--- config.mk ---
export PLATFORM = sky130hd
export DESIGN_NAME = maze_draw_top
export DESIGN_NICKNAME = d
export VERILOG_FILES = /design/src/maze_pkg.sv /design/src/maze_regs.sv /design/src/maze_map.sv /design/src/maze_scan.sv /design/src/maze_shade.sv /design/src/maze_draw_top.sv
export SDC_FILE = /design/constraint.sdc
export NUM_CORES = 1
export LEC_CHECK = 0
export BUFFER_PORTS_ARGS = -buffer_cell sky130_fd_sc_hd__buf_2
export CAP_MARGIN = 30
export CORE_UTILIZATION = 50
export DETAILED_ROUTE_END_ITERATION = 8
export PLACE_DENSITY_LB_ADDON = 0.12
export SLEW_MARGIN = 0
export SYNTH_ARGS = -nofsm -noshare
export SYNTH_HDL_FRONTEND = slang
export SYNTH_SLANG_ARGS = --single-unit
export TNS_END_PERCENT = 20
--- constraint.sdc ---
create_clock -name clock -period 8.03 [get_ports clock]
set_input_delay 0.803 -clock clock [delete_from_list [all_inputs] [get_ports clock]]
set_output_delay 0.803 -clock clock [all_outputs]
set_load 0.02 [all_outputs]
--- src/maze_pkg.sv ---
/*
 * maze geometry, APB register map, reset colours and the border maze rows
 */
package maze_pkg;

	// tile and maze geometry
	localparam int tile_px = 4;
	localparam int sub_w = $clog2(tile_px);
	localparam int map_cols = 29;
	localparam int map_rows = 13;
	localparam int col_w = 5;
	localparam int row_w = 4;
	localparam int x_w = 8;
	localparam int y_w = 7;
	localparam int frame_width = map_cols * tile_px;
	localparam int frame_height = map_rows * tile_px;

	// RGB332
	localparam int colour_w = 8;

	localparam int addr_w = 8;
	localparam int data_w = 32;
	localparam int frames_w = 16;

	// register offsets
	localparam logic [addr_w-1:0] reg_ctrl = 8'h00;
	localparam logic [addr_w-1:0] reg_wall = 8'h04;
	localparam logic [addr_w-1:0] reg_floor = 8'h08;
	localparam logic [addr_w-1:0] reg_player = 8'h0C;
	localparam logic [addr_w-1:0] reg_frames = 8'h10;
	localparam logic [addr_w-1:0] reg_player_colour = 8'h14;
	localparam logic [addr_w-1:0] reg_map_base = 8'h40;
	localparam logic [addr_w-1:0] reg_map_last = addr_w'(8'h40 + 4 * (map_rows - 1));

	// player register, row field starts at bit 8
	localparam int player_row_lsb = 8;

	// reset values
	localparam logic [colour_w-1:0] wall_reset = 8'hFF;
	localparam logic [colour_w-1:0] floor_reset = 8'h00;
	localparam logic [colour_w-1:0] player_colour_reset = 8'hE0;
	localparam logic [col_w-1:0] player_col_reset = 5'd1;
	localparam logic [row_w-1:0] player_row_reset = 4'd1;

	// border maze, full wall on top and bottom, side walls elsewhere
	localparam logic [map_cols-1:0] border_row = '1;
	localparam logic [map_cols-1:0] side_row = {1'b1, {(map_cols - 2){1'b0}}, 1'b1};

endpackage

--- src/maze_regs.sv ---
/*
 * APB register block: control, colours, player tile, frame counter,
 * and the forwarding of map row accesses
 */
`timescale 1ns/1ps

module maze_regs (
	input  logic                              clock,
	input  logic                              resetn,
	input  logic                              psel,
	input  logic                              penable,
	input  logic                              pwrite,
	input  logic [maze_pkg::addr_w-1:0]       paddr,
	input  logic [maze_pkg::data_w-1:0]       pwdata,
	output logic [maze_pkg::data_w-1:0]       prdata,
	output logic                              pready,
	output logic                              pslverr,
	input  logic                              busy,
	input  logic                              frame_done,
	output logic                              start,
	output logic [maze_pkg::colour_w-1:0]     wall_colour,
	output logic [maze_pkg::colour_w-1:0]     floor_colour,
	output logic [maze_pkg::colour_w-1:0]     player_colour,
	output logic [maze_pkg::col_w-1:0]        player_col,
	output logic [maze_pkg::row_w-1:0]        player_row,
	output logic                              map_we,
	output logic [maze_pkg::row_w-1:0]        map_row,
	output logic [maze_pkg::map_cols-1:0]     map_wdata,
	input  logic [maze_pkg::map_cols-1:0]     map_rdata
);
	import maze_pkg::*;

	logic access;
	logic is_map;
	logic addr_ok;
	logic wr_ok;
	logic [frames_w-1:0] frames;

	assign access = psel & penable;
	assign is_map = (paddr >= reg_map_base) && (paddr <= reg_map_last) && (paddr[1:0] == 2'b00);

	always_comb begin
		case (paddr)
			reg_ctrl, reg_wall, reg_floor, reg_player,
			reg_frames, reg_player_colour: addr_ok = 1'b1;
			default: addr_ok = is_map;
		endcase
	end

	// frame counter is read only
	assign pready = 1'b1;
	assign pslverr = access & (~addr_ok | (pwrite & (paddr == reg_frames)));
	assign wr_ok = access & pwrite & ~pslverr;

	// start is combinational so the scanner begins the next cycle
	assign start = wr_ok & (paddr == reg_ctrl) & pwdata[0];

	assign map_row = row_w'((paddr - reg_map_base) >> 2);
	assign map_we = wr_ok & is_map;
	assign map_wdata = pwdata[map_cols-1:0];

	always_ff @(posedge clock) begin
		if (!resetn) begin
			wall_colour <= wall_reset;
			floor_colour <= floor_reset;
			player_colour <= player_colour_reset;
			player_col <= player_col_reset;
			player_row <= player_row_reset;
		end else if (wr_ok) begin
			case (paddr)
				reg_wall: wall_colour <= pwdata[colour_w-1:0];
				reg_floor: floor_colour <= pwdata[colour_w-1:0];
				reg_player_colour: player_colour <= pwdata[colour_w-1:0];
				reg_player: begin
					player_col <= pwdata[col_w-1:0];
					player_row <= pwdata[player_row_lsb +: row_w];
				end
				default: ;
			endcase
		end
	end

	always_ff @(posedge clock) begin
		if (!resetn)
			frames <= '0;
		else if (frame_done)
			frames <= frames + 1'b1;
	end

	always_comb begin
		prdata = '0;
		case (paddr)
			reg_ctrl: prdata[1] = busy;
			reg_wall: prdata[colour_w-1:0] = wall_colour;
			reg_floor: prdata[colour_w-1:0] = floor_colour;
			reg_player_colour: prdata[colour_w-1:0] = player_colour;
			reg_frames: prdata[frames_w-1:0] = frames;
			reg_player: begin
				prdata[col_w-1:0] = player_col;
				prdata[player_row_lsb +: row_w] = player_row;
			end
			default: begin
				if (is_map)
					prdata[map_cols-1:0] = map_rdata;
			end
		endcase
	end

	// APB3 access phase always follows a setup phase
	penable_needs_psel: assert property (@(posedge clock) disable iff (!resetn)
		penable |-> psel);

endmodule

--- src/maze_map.sv ---
/*
 * maze tile memory, one wall bit per tile
 * APB row port and registered lookup for the scanner
 */
`timescale 1ns/1ps

module maze_map (
	input  logic                          clock,
	input  logic                          resetn,
	input  logic                          map_we,
	input  logic [maze_pkg::row_w-1:0]    map_row,
	input  logic [maze_pkg::map_cols-1:0] map_wdata,
	output logic [maze_pkg::map_cols-1:0] map_rdata,
	input  logic                          scan_valid,
	input  logic [maze_pkg::col_w-1:0]    scan_col,
	input  logic [maze_pkg::row_w-1:0]    scan_row,
	output logic                          tile_wall
);
	import maze_pkg::*;

	logic [map_cols-1:0] rows [map_rows];

	// reset loads the border maze
	always_ff @(posedge clock) begin
		if (!resetn) begin
			for (int r = 0; r < map_rows; r++) begin
				if (r == 0 || r == map_rows - 1)
					rows[r] <= border_row;
				else
					rows[r] <= side_row;
			end
		end else if (map_we) begin
			rows[map_row] <= map_wdata;
		end
	end

	assign map_rdata = (map_row < row_w'(map_rows)) ? rows[map_row] : '0;

	// one cycle lookup latency, shader lines up with this
	always_ff @(posedge clock) begin
		if (scan_valid)
			tile_wall <= rows[scan_row][scan_col];
	end

	// register block only strobes rows that exist
	map_row_in_range: assert property (@(posedge clock) disable iff (!resetn)
		map_we |-> (map_row < row_w'(map_rows)));

endmodule

--- src/maze_scan.sv ---
/*
 * frame walker, one pixel per cycle in raster order
 * nested sub-tile x, tile column, sub-tile y and tile row counters
 */
`timescale 1ns/1ps

module maze_scan (
	input  logic                       clock,
	input  logic                       resetn,
	input  logic                       start,
	output logic                       busy,
	output logic                       scan_valid,
	output logic [maze_pkg::col_w-1:0] scan_col,
	output logic [maze_pkg::row_w-1:0] scan_row,
	output logic [maze_pkg::x_w-1:0]   scan_x,
	output logic [maze_pkg::y_w-1:0]   scan_y,
	output logic                       scan_last
);
	import maze_pkg::*;

	logic [sub_w-1:0] sub_x;
	logic [sub_w-1:0] sub_y;
	logic x_end;
	logic col_end;
	logic y_end;
	logic row_end;

	assign x_end = (sub_x == sub_w'(tile_px - 1));
	assign col_end = (scan_col == col_w'(map_cols - 1));
	assign y_end = (sub_y == sub_w'(tile_px - 1));
	assign row_end = (scan_row == row_w'(map_rows - 1));

	assign scan_valid = busy;
	assign scan_last = busy & x_end & col_end & y_end & row_end;

	// pixel coordinate is tile index times tile size plus offset
	assign scan_x = x_w'(scan_col) * x_w'(tile_px) + x_w'(sub_x);
	assign scan_y = y_w'(scan_row) * y_w'(tile_px) + y_w'(sub_y);

	always_ff @(posedge clock) begin
		if (!resetn) begin
			busy <= 1'b0;
			sub_x <= '0;
			scan_col <= '0;
			sub_y <= '0;
			scan_row <= '0;
		end else if (!busy) begin
			// start while busy never reaches here
			if (start)
				busy <= 1'b1;
		end else begin
			if (scan_last)
				busy <= 1'b0;
			if (!x_end) begin
				sub_x <= sub_x + 1'b1;
			end else begin
				sub_x <= '0;
				if (!col_end) begin
					scan_col <= scan_col + 1'b1;
				end else begin
					scan_col <= '0;
					if (!y_end) begin
						sub_y <= sub_y + 1'b1;
					end else begin
						sub_y <= '0;
						// all counters wrap to zero after the last pixel
						if (!row_end)
							scan_row <= scan_row + 1'b1;
						else
							scan_row <= '0;
					end
				end
			end
		end
	end

	scan_in_frame: assert property (@(posedge clock) disable iff (!resetn)
		scan_valid |-> (scan_x < x_w'(frame_width)) && (scan_y < y_w'(frame_height)));

endmodule

--- src/maze_shade.sv ---
/*
 * two stage shader from scanned pixel and tile bit to plot write
 */
`timescale 1ns/1ps

module maze_shade (
	input  logic                          clock,
	input  logic                          resetn,
	input  logic                          scan_valid,
	input  logic [maze_pkg::col_w-1:0]    scan_col,
	input  logic [maze_pkg::row_w-1:0]    scan_row,
	input  logic [maze_pkg::x_w-1:0]      scan_x,
	input  logic [maze_pkg::y_w-1:0]      scan_y,
	input  logic                          scan_last,
	input  logic                          tile_wall,
	input  logic [maze_pkg::colour_w-1:0] wall_colour,
	input  logic [maze_pkg::colour_w-1:0] floor_colour,
	input  logic [maze_pkg::colour_w-1:0] player_colour,
	input  logic [maze_pkg::col_w-1:0]    player_col,
	input  logic [maze_pkg::row_w-1:0]    player_row,
	output logic [maze_pkg::x_w-1:0]      vga_x,
	output logic [maze_pkg::y_w-1:0]      vga_y,
	output logic [maze_pkg::colour_w-1:0] colour,
	output logic                          plot,
	output logic                          frame_done
);
	import maze_pkg::*;

	logic d_valid;
	logic d_last;
	logic d_player;
	logic [x_w-1:0] d_x;
	logic [y_w-1:0] d_y;

	// stage one, wait for the registered tile bit
	always_ff @(posedge clock) begin
		if (!resetn)
			d_valid <= 1'b0;
		else
			d_valid <= scan_valid;
	end

	always_ff @(posedge clock) begin
		d_x <= scan_x;
		d_y <= scan_y;
		d_last <= scan_last;
		d_player <= (scan_col == player_col) && (scan_row == player_row);
	end

	// stage two, pick colour and register the write
	always_ff @(posedge clock) begin
		if (!resetn) begin
			plot <= 1'b0;
			frame_done <= 1'b0;
		end else begin
			plot <= d_valid;
			frame_done <= d_valid & d_last;
		end
	end

	always_ff @(posedge clock) begin
		vga_x <= d_x;
		vga_y <= d_y;
		if (d_player)
			colour <= player_colour;
		else if (tile_wall)
			colour <= wall_colour;
		else
			colour <= floor_colour;
	end

	// last flag stays aligned with the final pixel
	frame_done_with_plot: assert property (@(posedge clock) disable iff (!resetn)
		frame_done |-> plot && (vga_x == x_w'(frame_width - 1))
			&& (vga_y == y_w'(frame_height - 1)));

endmodule

--- src/maze_draw_top.sv ---
/*
 * maze drawing subsystem: registers, tile map, scanner and shader
 */
`timescale 1ns/1ps

module maze_draw_top (
	input  logic                          clock,
	input  logic                          resetn,
	input  logic                          psel,
	input  logic                          penable,
	input  logic                          pwrite,
	input  logic [maze_pkg::addr_w-1:0]   paddr,
	input  logic [maze_pkg::data_w-1:0]   pwdata,
	output logic [maze_pkg::data_w-1:0]   prdata,
	output logic                          pready,
	output logic                          pslverr,
	output logic [maze_pkg::x_w-1:0]      vga_x,
	output logic [maze_pkg::y_w-1:0]      vga_y,
	output logic [maze_pkg::colour_w-1:0] colour,
	output logic                          plot,
	output logic                          frame_done
);
	import maze_pkg::*;

	logic start;
	logic busy;
	logic [colour_w-1:0] wall_colour;
	logic [colour_w-1:0] floor_colour;
	logic [colour_w-1:0] player_colour;
	logic [col_w-1:0] player_col;
	logic [row_w-1:0] player_row;
	logic map_we;
	logic [row_w-1:0] map_row;
	logic [map_cols-1:0] map_wdata;
	logic [map_cols-1:0] map_rdata;
	logic scan_valid;
	logic [col_w-1:0] scan_col;
	logic [row_w-1:0] scan_row;
	logic [x_w-1:0] scan_x;
	logic [y_w-1:0] scan_y;
	logic scan_last;
	logic tile_wall;

	maze_regs u_regs (
		.clock(clock), .resetn(resetn),
		.psel(psel), .penable(penable), .pwrite(pwrite), .paddr(paddr), .pwdata(pwdata),
		.prdata(prdata), .pready(pready), .pslverr(pslverr),
		.busy(busy), .frame_done(frame_done), .start(start),
		.wall_colour(wall_colour), .floor_colour(floor_colour),
		.player_colour(player_colour), .player_col(player_col), .player_row(player_row),
		.map_we(map_we), .map_row(map_row), .map_wdata(map_wdata), .map_rdata(map_rdata)
	);

	maze_map u_map (
		.clock(clock), .resetn(resetn),
		.map_we(map_we), .map_row(map_row), .map_wdata(map_wdata), .map_rdata(map_rdata),
		.scan_valid(scan_valid), .scan_col(scan_col), .scan_row(scan_row),
		.tile_wall(tile_wall)
	);

	maze_scan u_scan (
		.clock(clock), .resetn(resetn), .start(start), .busy(busy),
		.scan_valid(scan_valid), .scan_col(scan_col), .scan_row(scan_row),
		.scan_x(scan_x), .scan_y(scan_y), .scan_last(scan_last)
	);

	maze_shade u_shade (
		.clock(clock), .resetn(resetn),
		.scan_valid(scan_valid), .scan_col(scan_col), .scan_row(scan_row),
		.scan_x(scan_x), .scan_y(scan_y), .scan_last(scan_last), .tile_wall(tile_wall),
		.wall_colour(wall_colour), .floor_colour(floor_colour),
		.player_colour(player_colour), .player_col(player_col), .player_row(player_row),
		.vga_x(vga_x), .vga_y(vga_y), .colour(colour), .plot(plot), .frame_done(frame_done)
	);

endmodule

==> flow_summary.yaml <==
clock_tree:
  clkTransAtPathRegs_ps: 60
  number_of_buffers_inserted_to_repair_setup_after_cts: 0
  cts.path.max_buffers: 3
  clk_latency_ps: 650
  postCtsHoldBufs: 0
  tritoncts: "yes"
  post_cts_resize_count: 0
  clk_root_buffer_cell: "sky130_fd_sc_hd__clkbuf_16"
  cts.htree.levels: 2
  cts_sink_count: 571
  cts_made_buffers: 60
sta:
  fin_worst_skew_ps: 23.80
  slew_headroom: 0.2942
  final_period_minus_worst_setup_slack_ps: 5296
  layout_worst_path_cycle_share: 0.6596
  setup_violations: 0
  worst_slew_pin_slew_ps: 1056
  totalNegativeSetupSlack_ps: 0
  fmaxAchievable_mhz: 188.8
  finalWorstSetupSlack_ps: 2734
  report.final.hold_viol_count: 0
  final_max_slew_viol_count: 0
  grt_setup_unrepaired: "no"
setup_path:
  regToRegSetupSlack_ps: 4350
  timing.critical_path.slowest_cell_delay_ps: 800
  timing.critical_path.fanout_max: 47
  cp_bufs_invs: 4
  worst_endpoint_data_arrival_time_ps: 4490
  criticalPathCategory: "input pin to output port"
  worstPathCellList: "clkbuf_8 -> buf_4 -> buf_4 -> mux4_2 -> mux4_2 -> a22o_1 -> buf_2"
  crit_path_end_kind: "output port"
  critical-path-slowest-cell: "sky130_fd_sc_hd__buf_4"
  cp_top_family: "buffers and inverters"
  critPathLaunchType: "input pin"
  crit_required_ps: 7230
cells_and_area:
  areaGrowthSynthToFinish_pct: 12.23
  mostFrequentLayoutCells: "sky130_fd_sc_hd__edfxtp_1 (465), sky130_fd_sc_hd__and2_1 (278), sky130_fd_sc_hd__mux4_2 (245), sky130_fd_sc_hd__mux2i_1 (103), sky130_fd_sc_hd__dfxtp_1 (103)"
  drive_above_1_share: 0.2447
  fin_nets: 2096
  finish.instance_area_sq_um: 31950
  final_common_cell: "sky130_fd_sc_hd__edfxtp_1"
global_routing:
  global_route.usage.total: 0.2937
  grt_max_degree: 77
  number_of_antenna_violations_at_the_first_check_in_global_routing: 5
  grt_pass1_vias: 18180
  grt.overflow.total: 0
  global_route_wire_length_before_repair_mm: 120.7
die:
  die_width_um: 240.6
  placement_rows: 87
  fp.dieArea_sq_um: 57900
  floorplan.initialDensity: 0.5059
  core_area_sq_um: 56280
  num_io_pins: 104
  floorplan.die.height_um: 240.6
detailed_routing:
  wl_mm: 82.96
  first_pass_iters: 5
  viasPerCell: 6.260
  drt_first_iter_violations: 1997
  drt-wirelength-per-cell_um: 29.12
  drt.antenna.violating_nets: 0
  post-route-drc-count: 0
  via_count: 17830
power:
  total_power_mw: 6.578
  p_leak_nw: 11.20
  vdd_drop_max_mv: 0.2191
  power-per-cell-area_nw_per_um2: 205.9
place:
  portBuffers: 94
  detailed_place.area_sq_um: 30070
  gp_congestion: 0.8376
  hpwlAfterDp_mm: 49.78
  dpl_worst_slack_ps: 2598
synthesis:
  synthesis.instances: 1920
  syn-cell-area_sq_um: 28470
  synth-seq-cells: 571
  ys_async_sr_fraction: 0
  synth_edf_count: 465
  synth_flop_cell: "sky130_fd_sc_hd__edfxtp_1"
  avgSynthCellArea_sq_um: 14.83
  seq_area_frac_synth: 0.5650
  synth.distinct_cells: 59
  synth.yosys.warnings: 0
run_status:
  outcome: "finished clean"
hold_path:
  min-delay-path-class: "flip-flop to flip-flop"
job:
  cap_violations: 0
registers in the layout (all words and copies together), names as in the netlist, 4 cells and up, named ones only:
name / count
u_scan.scan_col: 5
u_regs.player_colour: 8
u_shade.d_y: 6
u_regs.frames: 16
u_scan.scan_row: 4
u_regs.player_col: 5
u_shade.vga_y: 6
u_regs.floor_colour: 8
u_shade.d_x: 7
u_regs.player_row: 4
u_shade.colour: 8
u_shade.vga_x: 7
u_map.rows: 464
u_regs.wall_colour: 8
layer usage:
metal  vias up  GRT usage  share of wire
li1       7582          -              -
met1      9212     0.3996           0.40
met2       846     0.4730           0.48
met3       192    0.04609          0.080
met4         2     0.1226          0.040
met5         -          0        0.00014
metrics by stage:
| step | utilization | std cells | hold WS (ps) |
|---|---|---|---|
| finish | 0.5678 | 2849 | 325.3 |
| global route | 0.5678 | 2849 | 331.8 |
| CTS | 0.5677 | 2848 | 326.1 |
| detailed placement | 0.5342 | 2738 | 312.1 |
| global placement | 0.5336 | 2736 | 310.5 |
| floorplan | - | 2011 | 309.6 |
power breakdown:
| part | switching, mW | internal, mW | leakage [nW] |
|---|---|---|---|
| logic | 0.265 | 0.205 | 4.93 |
| clock network | 1.19 | 1.53 | 0.931 |
| registers | 0.0641 | 3.33 | 5.34 |
logic make-up (layout without fill, tap and decap cells):
| kind of cell | Yosys count | count (layout) | synth area share |
|---|---|---|---|
| xor gates and xnor gates | 30 | 30 | 0.009229 |
| buffers and inverters | 184 | 265 | 0.02813 |
| and+or+nand+nor | 645 | 645 | 0.1308 |
| DFF | 571 | 571 | 0.5650 |
| adders and majority gates | 7 | 7 | 0.003076 |
| other | 2 | 94 | 0.0002638 |
| muxes | 350 | 350 | 0.2308 |
| AOI/OAI and AO/OA | 131 | 131 | 0.03274 |
area by class of cell:
type                    count  area (sq um)
diodes                      1         2.502
clock buffers              80          1638
clock inverters            30         246.5
fillers                  4486         24330
inverters                   8         30.03
multi-input cells        1256         12070
flip-flops and latches    571         16090
well taps                 756         945.9
repair buffers            147         928.4
cell usage after synthesis (8+ instances only):
library cell | instances | area (sq um)
sky130_fd_sc_hd__edfxtp_1 | 465 | 13960
sky130_fd_sc_hd__and2_1 | 279 | 1745
sky130_fd_sc_hd__mux4_2 | 245 | 5518
sky130_fd_sc_hd__clkbuf_1 | 116 | 435.4
sky130_fd_sc_hd__dfxtp_1 | 106 | 2122
sky130_fd_sc_hd__mux2i_1 | 103 | 1031
sky130_fd_sc_hd__nand2_1 | 86 | 322.8
sky130_fd_sc_hd__and3_1 | 61 | 381.6
sky130_fd_sc_hd__or3_1 | 51 | 319.1
sky130_fd_sc_hd__o21ai_0 | 35 | 175.2
sky130_fd_sc_hd__nor2_1 | 34 | 127.6
sky130_fd_sc_hd__nor2b_1 | 33 | 206.5
sky130_fd_sc_hd__or2_1 | 29 | 181.4
sky130_fd_sc_hd__nand3_1 | 28 | 140.1
sky130_fd_sc_hd__a22oi_1 | 26 | 195.2
sky130_fd_sc_hd__xnor2_1 | 21 | 183.9
sky130_fd_sc_hd__buf_1 | 20 | 75.07
sky130_fd_sc_hd__buf_2 | 19 | 95.09
sky130_fd_sc_hd__buf_4 | 19 | 142.6
sky130_fd_sc_hd__a221oi_1 | 16 | 140.1
sky130_fd_sc_hd__a21oi_1 | 13 | 65.06
sky130_fd_sc_hd__nand2b_1 | 9 | 56.30
sky130_fd_sc_hd__xor2_1 | 9 | 78.83
sky130_fd_sc_hd__nand4_1 | 8 | 50.05
path summary, 6_finish.rpt:
path,start,to,depth (start not counted)
worst max register to register,flip-flop,u_map.tile_wall$_DFFE_PP_,6
worst min register to register,u_shade.d_x[0]$_DFF_P_,u_shade.vga_x[0]$_DFF_P_,0
worst min-delay path,u_shade.d_x[0]$_DFF_P_,u_shade.vga_x[0]$_DFF_P_,0
worst max-delay path,paddr[2],prdata[13],7
No activity file was read; power rests on OpenSTA's default activity.
